$ cat config.mk
export PLATFORM = sky130hd
export DESIGN_NAME = pentevo_core
export DESIGN_NICKNAME = d
export VERILOG_FILES = /design/src/common/zx_bus_pkg.sv /design/src/common/zx_mem_pkg.sv /design/src/logic/pentevo_core.sv /design/src/logic/zclock.sv /design/src/paging/atm_pager.sv /design/src/paging/zdos.sv /design/src/paging/zmem_map.sv /design/src/ports/zports.sv
export SDC_FILE = /design/constraint.sdc
export NUM_CORES = 1
export LEC_CHECK = 0
export ABC_AREA = 1
export ABC_CLOCK_PERIOD_IN_PS = 1300
export BUFFER_PORTS_ARGS = -buffer_cell sky130_fd_sc_hd__buf_2
export CAP_MARGIN = 20
export CELL_PAD_IN_SITES_DETAIL_PLACEMENT = 0
export CELL_PAD_IN_SITES_GLOBAL_PLACEMENT = 1
export CORE_AREA = 5 5 94 96
export DETAILED_ROUTE_END_ITERATION = 10
export DIE_AREA = 0 0 99 101
export PLACE_DENSITY = 0.82
export SETUP_SLACK_MARGIN = 0.4
export SLEW_MARGIN = 20
export SYNTH_ARGS = -nofsm -noshare
export SYNTH_HDL_FRONTEND = slang
export SYNTH_SLANG_ARGS = --single-unit
$ cat constraint.sdc
create_clock -name fclk -period 1.3 [get_ports fclk]
set_input_delay 0.065 -clock fclk [delete_from_list [all_inputs] [get_ports fclk]]
set_output_delay 0.065 -clock fclk [all_outputs]
set_load 0.01 [all_outputs]
$ cat src/common/zx_bus_pkg.sv
`default_nettype none

package zx_bus_pkg;

	// z80 address and data bus
	typedef logic [15:0] zaddr_t;
	typedef logic [7:0]  zdata_t;

	////////////////////////////////////////////////////////////////////////////
	// i/o port addresses
	////////////////////////////////////////////////////////////////////////////

	// memory paging port, full decode
	parameter zaddr_t PORT_7FFD = 16'h7FFD;
	// extended mode port, full decode
	parameter zaddr_t PORT_EFF7 = 16'hEFF7;

	// low byte only decodes
	parameter zdata_t PORT_FE_LOW = 8'hFE;
	// window page port, a[15:14] picks the window
	parameter zdata_t PORT_F7_LOW = 8'hF7;

	// high address bytes seen by the dos flag logic
	parameter zdata_t DOS_ENTRY_HIGH = 8'h3D;
	parameter zdata_t RAM_START_HIGH = 8'h40;

endpackage

`default_nettype wire

$ cat src/common/zx_mem_pkg.sv
`default_nettype none

package zx_mem_pkg;

	// 64 pages of 16k give a 1M physical space
	typedef logic [5:0]  page_t;
	typedef logic [19:0] phys_addr_t;

	// 16k windows in the z80 space
	parameter int N_WINDOWS = 4;

	////////////////////////////////////////////////////////////////////////////
	// window mapping after reset
	////////////////////////////////////////////////////////////////////////////

	// window 0 is rom, the rest ram
	parameter bit WIN_RESET_ROM [N_WINDOWS] = '{1'b1, 1'b0, 1'b0, 1'b0};

	// pentagon-like layout: rom 0, ram 5, ram 2, ram from 7ffd
	parameter page_t WIN_RESET_PAGE [N_WINDOWS] = '{6'd0, 6'd5, 6'd2, 6'd0};

	// windows 1 and 2 take their page as stored
	parameter bit WIN_RESET_ATM [N_WINDOWS] = '{1'b0, 1'b1, 1'b1, 1'b0};

	////////////////////////////////////////////////////////////////////////////
	// z80 clock
	////////////////////////////////////////////////////////////////////////////

	// fclk cycles per z80 clock
	parameter int ZCLK_DIV_NORMAL = 8;
	parameter int ZCLK_DIV_TURBO  = 4;

endpackage

`default_nettype wire

$ cat src/logic/pentevo_core.sv
`default_nettype none

module pentevo_core
(
	input  logic                   fclk,
	input  logic                   reset,
	input  zx_bus_pkg::zaddr_t     a,
	input  zx_bus_pkg::zdata_t     d,
	input  logic                   iorq_n,
	input  logic                   mreq_n,
	input  logic                   rd_n,
	input  logic                   wr_n,
	input  logic                   m1_n,
	output logic                   clkz_out,
	output zx_mem_pkg::phys_addr_t mem_addr,
	output logic                   csrom,
	output logic                   dos,
	output logic [2:0]             border,
	output logic                   beep
);

	import zx_bus_pkg::*;
	import zx_mem_pkg::*;

	logic                 zpos;
	logic                 turbo_n;
	logic                 basic_rom;
	zdata_t               p7ffd;
	logic [N_WINDOWS-1:0] pager_wr;
	page_t                win_page [N_WINDOWS];
	logic [N_WINDOWS-1:0] win_romnram;
	logic [N_WINDOWS-1:0] win_atm;

	// falling strobe is not needed by this core
	zclock u_zclock (.fclk(fclk), .reset(reset), .turbo_n(turbo_n),
		.clkz_out(clkz_out), .zpos(zpos), .zneg());

	zports u_zports (.fclk(fclk), .reset(reset), .zpos(zpos), .a(a), .d(d),
		.iorq_n(iorq_n), .wr_n(wr_n), .m1_n(m1_n), .pager_wr(pager_wr),
		.p7ffd(p7ffd), .turbo_n(turbo_n), .border(border), .beep(beep));

	////////////////////////////////////////////////////////////////////////////
	// window pagers
	////////////////////////////////////////////////////////////////////////////

	for (genvar w = 0; w < N_WINDOWS; w++)
	begin : g_pager
		atm_pager #(.WINDOW(w), .RESET_ROM(WIN_RESET_ROM[w]),
			.RESET_PAGE(WIN_RESET_PAGE[w]), .RESET_ATM(WIN_RESET_ATM[w])) u_pager (
			.fclk(fclk), .reset(reset), .wr(pager_wr[w]), .d(d),
			.page(win_page[w]), .romnram(win_romnram[w]), .atm_mode(win_atm[w]));
	end

	zdos u_zdos (.fclk(fclk), .reset(reset), .zpos(zpos), .m1_n(m1_n),
		.mreq_n(mreq_n), .rd_n(rd_n), .a_high(a[15:8]), .basic_rom(basic_rom), .dos(dos));

	zmem_map u_zmem_map (.a(a), .mreq_n(mreq_n),
		.win0_page(win_page[0]), .win0_romnram(win_romnram[0]), .win0_atm_mode(win_atm[0]),
		.win1_page(win_page[1]), .win1_romnram(win_romnram[1]), .win1_atm_mode(win_atm[1]),
		.win2_page(win_page[2]), .win2_romnram(win_romnram[2]), .win2_atm_mode(win_atm[2]),
		.win3_page(win_page[3]), .win3_romnram(win_romnram[3]), .win3_atm_mode(win_atm[3]),
		.p7ffd(p7ffd), .dos(dos), .mem_addr(mem_addr), .csrom(csrom), .basic_rom(basic_rom));

endmodule

`default_nettype wire

$ cat src/logic/zclock.sv
`default_nettype none

module zclock
(
	input  logic fclk,
	input  logic reset,
	input  logic turbo_n,
	output logic clkz_out,
	output logic zpos,
	output logic zneg
);

	import zx_mem_pkg::*;

	localparam int CNT_W = $clog2(ZCLK_DIV_NORMAL);

	logic [CNT_W-1:0] cnt;
	logic [CNT_W-1:0] cnt_half;
	logic [CNT_W-1:0] cnt_last;
	// divisor in use, only changes at the falling edge
	logic             turbo_q;

	assign cnt_half = turbo_q ? CNT_W'(ZCLK_DIV_TURBO / 2 - 1) : CNT_W'(ZCLK_DIV_NORMAL / 2 - 1);
	assign cnt_last = turbo_q ? CNT_W'(ZCLK_DIV_TURBO - 1) : CNT_W'(ZCLK_DIV_NORMAL - 1);

	// low phase first, rise at half count, fall at wrap
	always_ff @(posedge fclk)
	begin
		if (reset)
		begin
			cnt      <= '0;
			turbo_q  <= 1'b0;
			clkz_out <= 1'b0;
			zpos     <= 1'b0;
			zneg     <= 1'b0;
		end
		else
		begin
			zpos <= 1'b0;
			zneg <= 1'b0;
			if (cnt == cnt_last)
			begin
				cnt      <= '0;
				clkz_out <= 1'b0;
				zneg     <= 1'b1;
				// new rate starts with the coming low phase
				turbo_q  <= ~turbo_n;
			end
			else
			begin
				cnt <= cnt + 1'b1;
				if (cnt == cnt_half)
				begin
					clkz_out <= 1'b1;
					zpos     <= 1'b1;
				end
			end
		end
	end

	// strobes are exclusive and alternate
	a_strobe_excl: assert property (@(posedge fclk) disable iff (reset) !(zpos && zneg));
	a_strobe_alt: assert property (@(posedge fclk) disable iff (reset)
		zpos |=> (!zpos throughout zneg[->1]));

endmodule

`default_nettype wire

$ cat src/paging/atm_pager.sv
`default_nettype none

module atm_pager
#(
	parameter int                WINDOW     = 0,
	parameter bit                RESET_ROM  = 1'b0,
	parameter zx_mem_pkg::page_t RESET_PAGE = '0,
	parameter bit                RESET_ATM  = 1'b0
)
(
	input  logic               fclk,
	input  logic               reset,
	input  logic               wr,
	input  zx_bus_pkg::zdata_t d,
	output zx_mem_pkg::page_t  page,
	output logic               romnram,
	output logic               atm_mode
);

	import zx_mem_pkg::*;

	if (WINDOW >= N_WINDOWS)
	begin : g_bad_window
		$error("atm_pager window %0d out of range", WINDOW);
	end

	// port data is stored inverted, as on the ATM
	always_ff @(posedge fclk)
	begin
		if (reset)
		begin
			page     <= RESET_PAGE;
			romnram  <= RESET_ROM;
			atm_mode <= RESET_ATM;
		end
		else if (wr)
		begin
			atm_mode <= d[7];
			romnram  <= ~d[6];
			page     <= ~d[5:0];
		end
	end

	// reset mapping stays until the first write to this window
	a_reset_hold: assert property (@(posedge fclk)
		$fell(reset) |-> (page == RESET_PAGE) until wr)
		else $error("window %0d lost its reset page", WINDOW);

endmodule

`default_nettype wire

$ cat src/paging/zdos.sv
`default_nettype none

module zdos
(
	input  logic       fclk,
	input  logic       reset,
	input  logic       zpos,
	input  logic       m1_n,
	input  logic       mreq_n,
	input  logic       rd_n,
	input  logic [7:0] a_high,
	input  logic       basic_rom,
	output logic       dos
);

	import zx_bus_pkg::*;

	logic fetch;

	// opcode fetch, sampled once per z80 clock
	assign fetch = zpos & ~m1_n & ~mreq_n & ~rd_n;

	always_ff @(posedge fclk)
	begin
		if (reset)
			dos <= 1'b0;
		else if (fetch)
		begin
			// leaving rom space ends TR-DOS
			if (a_high >= RAM_START_HIGH)
				dos <= 1'b0;
			else if (a_high == DOS_ENTRY_HIGH && basic_rom)
				dos <= 1'b1;
		end
	end

	a_no_rise_in_ram: assert property (@(posedge fclk) disable iff (reset)
		(fetch && a_high >= RAM_START_HIGH) |=> !dos);

endmodule

`default_nettype wire

$ cat src/paging/zmem_map.sv
`default_nettype none

module zmem_map
(
	input  zx_bus_pkg::zaddr_t     a,
	input  logic                   mreq_n,
	input  zx_mem_pkg::page_t      win0_page,
	input  logic                   win0_romnram,
	input  logic                   win0_atm_mode,
	input  zx_mem_pkg::page_t      win1_page,
	input  logic                   win1_romnram,
	input  logic                   win1_atm_mode,
	input  zx_mem_pkg::page_t      win2_page,
	input  logic                   win2_romnram,
	input  logic                   win2_atm_mode,
	input  zx_mem_pkg::page_t      win3_page,
	input  logic                   win3_romnram,
	input  logic                   win3_atm_mode,
	input  zx_bus_pkg::zdata_t     p7ffd,
	input  logic                   dos,
	output zx_mem_pkg::phys_addr_t mem_addr,
	output logic                   csrom,
	output logic                   basic_rom
);

	import zx_mem_pkg::*;

	page_t sel_page;
	page_t eff_page;
	logic  sel_rom;
	logic  sel_atm;

	// window select by the top two address bits
	always_comb
	begin
		case (a[15:14])
			2'd0:    {sel_page, sel_rom, sel_atm} = {win0_page, win0_romnram, win0_atm_mode};
			2'd1:    {sel_page, sel_rom, sel_atm} = {win1_page, win1_romnram, win1_atm_mode};
			2'd2:    {sel_page, sel_rom, sel_atm} = {win2_page, win2_romnram, win2_atm_mode};
			default: {sel_page, sel_rom, sel_atm} = {win3_page, win3_romnram, win3_atm_mode};
		endcase
	end

	// pentagon rules mix in 7ffd, atm mode takes the page as is
	always_comb
	begin
		if (sel_atm)
			eff_page = sel_page;
		else if (sel_rom)
			eff_page = {sel_page[5:1], p7ffd[4] & ~dos};
		else
			eff_page = {sel_page[5:3], p7ffd[2:0]};
	end

	assign mem_addr  = {eff_page, a[13:0]};
	assign csrom     = ~mreq_n & sel_rom;
	// basic 48 rom paged in, used for TR-DOS entry
	assign basic_rom = win0_romnram & ~win0_atm_mode & p7ffd[4];

endmodule

`default_nettype wire

$ cat src/ports/zports.sv
`default_nettype none

module zports
(
	input  logic                            fclk,
	input  logic                            reset,
	input  logic                            zpos,
	input  zx_bus_pkg::zaddr_t              a,
	input  zx_bus_pkg::zdata_t              d,
	input  logic                            iorq_n,
	input  logic                            wr_n,
	input  logic                            m1_n,
	output logic [zx_mem_pkg::N_WINDOWS-1:0] pager_wr,
	output zx_bus_pkg::zdata_t              p7ffd,
	output logic                            turbo_n,
	output logic [2:0]                      border,
	output logic                            beep
);

	import zx_bus_pkg::*;
	import zx_mem_pkg::*;

	zdata_t               peff7;
	logic                 io_wr;
	logic                 wr_stb;
	logic                 f7_hit;
	logic [N_WINDOWS-1:0] win_sel;

	// m1 high keeps interrupt acknowledge out
	assign io_wr  = ~iorq_n & ~wr_n & m1_n;
	assign wr_stb = zpos & io_wr;

	// EFF7 shares the F7 low byte but is the mode port, not a window
	assign f7_hit = (a[7:0] == PORT_F7_LOW) && (a != PORT_EFF7);

	always_comb
	begin
		win_sel = '0;
		if (wr_stb && f7_hit)
			win_sel[a[15:14]] = 1'b1;
	end

	// pulse lines up with the zpos cycle
	assign pager_wr = win_sel;

	////////////////////////////////////////////////////////////////////////////
	// port registers
	////////////////////////////////////////////////////////////////////////////

	always_ff @(posedge fclk)
	begin
		if (reset)
		begin
			p7ffd  <= '0;
			peff7  <= 8'h10;
			border <= '0;
			beep   <= 1'b0;
		end
		else if (wr_stb)
		begin
			if (a == PORT_7FFD)
				p7ffd <= d;
			if (a == PORT_EFF7)
				peff7 <= d;
			if (a[7:0] == PORT_FE_LOW)
			begin
				border <= d[2:0];
				beep   <= d[4];
			end
		end
	end

	// bit 4 set means normal speed
	assign turbo_n = peff7[4];

	a_pager_onehot: assert property (@(posedge fclk) disable iff (reset)
		$onehot0(pager_wr));

endmodule

`default_nettype wire

### Word-level counts from Yosys, hierarchy flattened

Cells that the tools add are included.

* register bits after elaboration: 53
* input port bits: 31
* logic and storage cells: 79

* $add $sub $neg: 1
* order comparisons: 3
* equal/unequal tests: 10
* mux-type cells: 13
* bitwise logic cells: 20
* reductions and logical operators: 11

Operators with widths (count)
* 6-bit case mux with 3 select lines: 1
* 16-bit by 15-bit equality test with 1-bit output, second input constant: 1
* 16-bit equality test, second input constant: 1
* 8-bit equality test, second input constant: 2
* 16-bit inequality test, second input constant: 1
* 1-bit AND: 10
* 3-bit 2-to-1 mux: 3
* 1-bit NOT: 9
* 8-bit by 6-bit equality test with 1-bit output, second input constant: 1
* 8-bit by 7-bit greater-or-equal comparator with 1-bit output, second input constant: 1
* 2-bit AND reduction: 4
* 3-bit equality test: 2
* 6-bit NOT: 1
* 1-bit case mux with 3 select lines: 2
* 1-bit logical AND: 4
* 1-bit 2-to-1 mux: 4
* 4-bit 2-to-1 mux: 1
* 3-bit by 1-bit adder with 3-bit output, second input constant: 1
* 2-bit by 3-bit < comparator with 1-bit output, second input constant: 1
* 1-bit demux with 2-bit select: 1
* 2-bit by 1-bit equality test with 1-bit output, second input constant: 1
* 2-bit equality test, second input constant: 1
* 2-bit by 1-bit greater-or-equal comparator with 1-bit output, second input constant: 1
* 2-bit logical NOT: 1
* 3 further kinds: 3

### Longest topological paths before layout

* word-level depth: 6
* gate-level depth with buffers: 9
* mapped depth without buffers: 9

### By module

A second synthesis with hierarchy kept.

* cells, all modules: 440
* area total of the unflattened synthesis: 2872.8 um2

Modules (own cells, without submodules)
* zports: times used 1, cells an instance 129, area each 820.8 um2, seq. area each 260.2 um2
* zmem_map: times used 1, cells an instance 81, area each 431.7 um2, seq. area each 0.0 um2
* atm_pager (g_pager[0].u_pager): times used 1, cells an instance 45, area each 324.1 um2, seq. area each 160.2 um2
* atm_pager (g_pager[3].u_pager): times used 1, cells an instance 44, area each 315.3 um2, seq. area each 160.2 um2
* atm_pager (g_pager[1].u_pager): times used 1, cells an instance 42, area each 299.0 um2, seq. area each 160.2 um2
* atm_pager (g_pager[2].u_pager): times used 1, cells an instance 42, area each 297.8 um2, seq. area each 160.2 um2
* zclock: times used 1, cells an instance 38, area each 285.3 um2, seq. area each 140.1 um2
* zdos: times used 1, cells an instance 19, area each 98.8 um2, seq. area each 20.0 um2

### Worst setup path before layout

Ideal clock, no wire load.

* kind: reg-to-reg
* from: reg u_zclock.zpos
* to: reg g_pager[2].u_pager.page[0]
* library setup time: 0.110 ns
* arrival time: 1.104 ns
* required time: 1.190 ns
* slack: 0.086 ns
* cell stages (with the launch flop): 7
* clock period less this slack: 1.214 ns
* cell sequence: dfxtp_1 nand3_1 a21oi_2 buf_2 nand4_1 nand2_1 nor2_1

* longest elaborated chain between the ends: 3

Ends and longest elaborated chain
* from (decl): RTL line zclock.sv:9 `output logic zpos,`
* from (signal assigned): RTL line zclock.sv:34 `zpos <= 1'b0;`
* from (signal assigned): RTL line zclock.sv:39 `zpos <= 1'b0;`
* from (signal assigned): RTL line zclock.sv:55 `zpos <= 1'b1;`
* 1-bit AND: RTL line zports.sv:31 `assign wr_stb = zpos & io_wr;`
* 1-bit logical AND: RTL line zports.sv:39 `if (wr_stb && f7_hit)`
* 4-bit 2-to-1 mux: RTL line zports.sv:39
* to (signal assigned): RTL line atm_pager.sv:40 `page <= ~d[5:0];`
* to (decl): RTL line atm_pager.sv:15 `output zx_mem_pkg::page_t page,`

No other way between the ends.
A chain may end at the register's enable or synchronous reset.

### Worst setup path in the final report

* from: reg g_pager[2].u_pager.romnram
* to: out mem_addr[16]

* longest elaborated chain between the ends: 3

Ends and longest elaborated chain
* from (decl): RTL line atm_pager.sv:16 `output logic romnram,`
* from (signal assigned): RTL line atm_pager.sv:39 `romnram <= ~d[6];`
* 1-bit case mux with 3 select lines: RTL line zmem_map.sv:36 `case (a[15:14])`
* 3-bit 2-to-1 mux: RTL line zmem_map.sv:49 `else if (sel_rom)`
* 3-bit 2-to-1 mux: RTL line zmem_map.sv:47 `if (sel_atm)`
* to (decl): RTL line pentevo_core.sv:15 `output zx_mem_pkg::phys_addr_t mem_addr,`

No other way between the ends.

==> impl_metrics.tcl <==
set metrics [dict create \
    grt_max_degree 33 \
    netlist_instances 413 \
    yosysWarnings 0 \
    path_class "reg2out" \
    cts_buffers 5 \
    clk_pin_slew_ns 0.09 \
    finalSetupViolations 4 \
    crit_arrival_ns 1.42 \
    clockBufferDepth 2 \
    num_io_pins 58 \
    fin_crit_ns 1.483 \
    layout_commonest_cell "nand2_1" \
    final_nets 524 \
    synth_top_area_share_pct 36.73 \
    grt_pass1_wl_microns 13010 \
    fillers 792 \
    p_leak_nw 1.733 \
    numClockSinks 48 \
    crit_path_end_kind "output port" \
    antenna_cells 0 \
    critPathRequiredTime_ns 1.24 \
    routed_wl_microns 8007 \
    hpwl_microns 5480 \
    die_y_microns 101 \
    synth_compound_area_share_pct 6.552 \
    seqPwrFrac_pct 52.0 \
    seq_area_frac_synth_pct 36.73 \
    syn_nets 445 \
    reg2reg_slack_ns 0.01 \
    final_cell_mix "nand2_1 (76), inv_1 (57), buf_2 (53), nor2_1 (46), dfxtp_1 (40)" \
    cts_root_buf "clkbuf_8" \
    synth_top_family_by_area "simple AND/OR/NAND/NOR gates" \
    violations "setup timing" \
    cp_max_fo 5 \
    routed-via-count 2823 \
    area_growth_pct 46.68 \
    synthMuxAreaShare_pct 0 \
    overflow 0 \
    status "finished with violations" \
    fin_ws_ns -0.1829 \
    synth_top_cell_by_area "dfxtp_1" \
    port_buffers 57 \
    gp_congestion 0.8690 \
    wl_per_cell_microns 13.39 \
    grt_usage_pct 16.08 \
    tns_ns -0.6415 \
    core_sq_um 7969 \
    antenna_found_initial 0 \
    clock_power_share_pct 33.6 \
    finalMaxSlewViolations 0 \
    drive_above_1_share_pct 42.19 \
    die-area_sq_um 9999 \
    ys_ff_latch 48 \
    syn_area_sq_um 2616 \
    power_w 0.002868 \
    p_sw_w 0.0007967 \
    avgSynthCellArea_sq_um 6.335 \
    drt-initial-drc-count 97 \
    ant_nets 0 \
    skew_ns 0.005378 \
    clkLatencyLatePin_ns 0.31 \
    start_util_pct 32.83 \
    p_int_w 0.002071 \
    synth-simple-area-share_pct 39.36 \
    rsz0062_at_grt "true" \
    rows 33 \
    synth-xor-area-share_pct 0 \
    synth_fa_ha_area_share_pct 0.4782 \
    die_w_microns 99 \
    combinationalPowerShare_pct 14.4 \
    worst_pin_slew_ns 0.4405 \
    period_share_pct 114.1 \
    preCtsSetupSlack_ns 0.03717 \
    ir_drop_mv 0.4125 \
    swShare_pct 27.78 \
    finalHoldViolCount 0 \
    cap_violations 0 \
    crit_path_start_kind "flop" \
    cts_tree "done" \
    htreeDepth 2 \
    slew-limit-headroom_pct 70.45 \
    route.detailed.drc 0 \
    max_freq_mhz 674.4 \
    power_density_nw_per_um2 747.4 \
    hp-class "in2reg" \
    grt_pass1_vias 2686 \
    ys_top_cells_by_area "dfxtp_1 (37%), nand2_1 (15%), inv_1 (11%)" \
    first_pass_iters 6 \
    ys_types 27 \
    viasPerCell 4.721 \
]
-- power by group through the flow --
stage | registers [W] | logic, W | clock network, W
5_1_grt | 0.00149 | 0.000454 | 0.00104
2_1_floorplan | 0.00153 | 0.000203 | 0
3_5_place_dp | 0.00153 | 0.000351 | 0
6_report | 0.00149 | 0.000412 | 0.000964
4_1_cts | 0.00149 | 0.000391 | 0.000980
3_3_place_gp | 0.00153 | 0.000347 | 0
-- per-stage QoR --
step	util (%)	instances	hold slack, ns	cell area [sq um]
after global routing	48.16	598	0.01247	3837
after global placement	39.87	571	0.3241	3177
after floorplan	-	413	0.1775	2759
after detailed placement	39.87	571	0.3258	3177
final	48.16	598	0.02250	3837
after CTS	45.58	595	0.01042	3632
-- routing by layer --
| layer | global-route usage, % | share of wire (%) | up-vias |
|---|---|---|---|
| li1 | - | - | 1448 |
| met1 | 20.95 | 45 | 1309 |
| met2 | 28.00 | 49 | 57 |
| met3 | 2.284 | 4.2 | 9 |
| met4 | 3.992 | 1.5 | 0 |
| met5 | 0 | 0 | - |
-- final timing paths --
| kind | start | to | cells past startpoint |
|---|---|---|---|
| setup / recovery | g_pager[2].u_pager.romnram$_SDFFE_PP0P_ | mem_addr[16] | 7 |
| hold / removal | d[7] | g_pager[1].u_pager.atm_mode$_SDFFE_PP1P_ | 3 |
| setup reg to reg | u_zclock.zpos$_SDFF_PP0_ | g_pager[3].u_pager.atm_mode$_SDFFE_PP0P_ | 8 |
| hold reg to reg | u_zports.peff7[4]$_SDFFE_PP1P_ | u_zclock.turbo_q$_SDFFE_PP0P_ | 1 |
-- kinds of logic after synthesis --
| logic type | count (synthesis) |
|---|---|
| flip-flops | 48 |
| AND/OR/NAND/NOR | 234 |
| buffers and inverters | 102 |
| adder cells (fa/ha/maj) | 1 |
| AO/OA/AOI/OAI | 28 |
-- flip-flops by register name, summed over array words and instances, names as in the netlist --
register                  flops
g_pager.u_pager.atm_mode      4
g_pager.u_pager.page         24
g_pager.u_pager.romnram       4
u_zclock.clkz_out             1
u_zclock.cnt                  3
u_zclock.turbo_q              1
u_zclock.zpos                 1
u_zdos.dos                    1
u_zports.beep                 1
u_zports.border               3
u_zports.p7ffd                4
u_zports.peff7                1
-- area by class of cell --
type                    instances  area [sq um]  area share (%)
multi-input cells             263          1569           40.89
flip-flops and latches         48         970.9           25.30
repair buffers                 97         769.5           20.05
inverters                      77         304.0           7.923
well taps                     105         131.4           3.424
clock buffers                   6         82.58           2.152
clock inverters                 2         10.01          0.2608
-- synth_stat cells, drive strengths merged --
cell and n:
clkinv 1, nand3 19, o21a 1, nand4 33
buf 19, nor2 62, o22ai 3, inv 76
dfxtp 48, o21ai 12, a211oi 1, ha 1
and2 1, o211ai 3, a21oi 5, clkbuf 6
nand3b 2, nand2 110, nor3 7, o2111ai 3
-- critical path, cell delays in order, from the launching register on --
cell and delay [ns]:
dfxtp_2 0.33, inv_2 0.03, o211ai_1 0.28, nand2_2 0.15, nand2_2 0.09, nand2_1 0.06
nand2_2 0.08, buf_6 0.09
-- repair_timing --
action,4_1_cts,5_1_grt
setup buffers,13,3
pin swaps,37,40
endpoints found under the setup margin,54,55
gates cloned,3,0
gates resized for setup,56,58
endpoints found under the hold margin,0,0
hold buffers,0,0
Power figures use the tool's default switching activity.
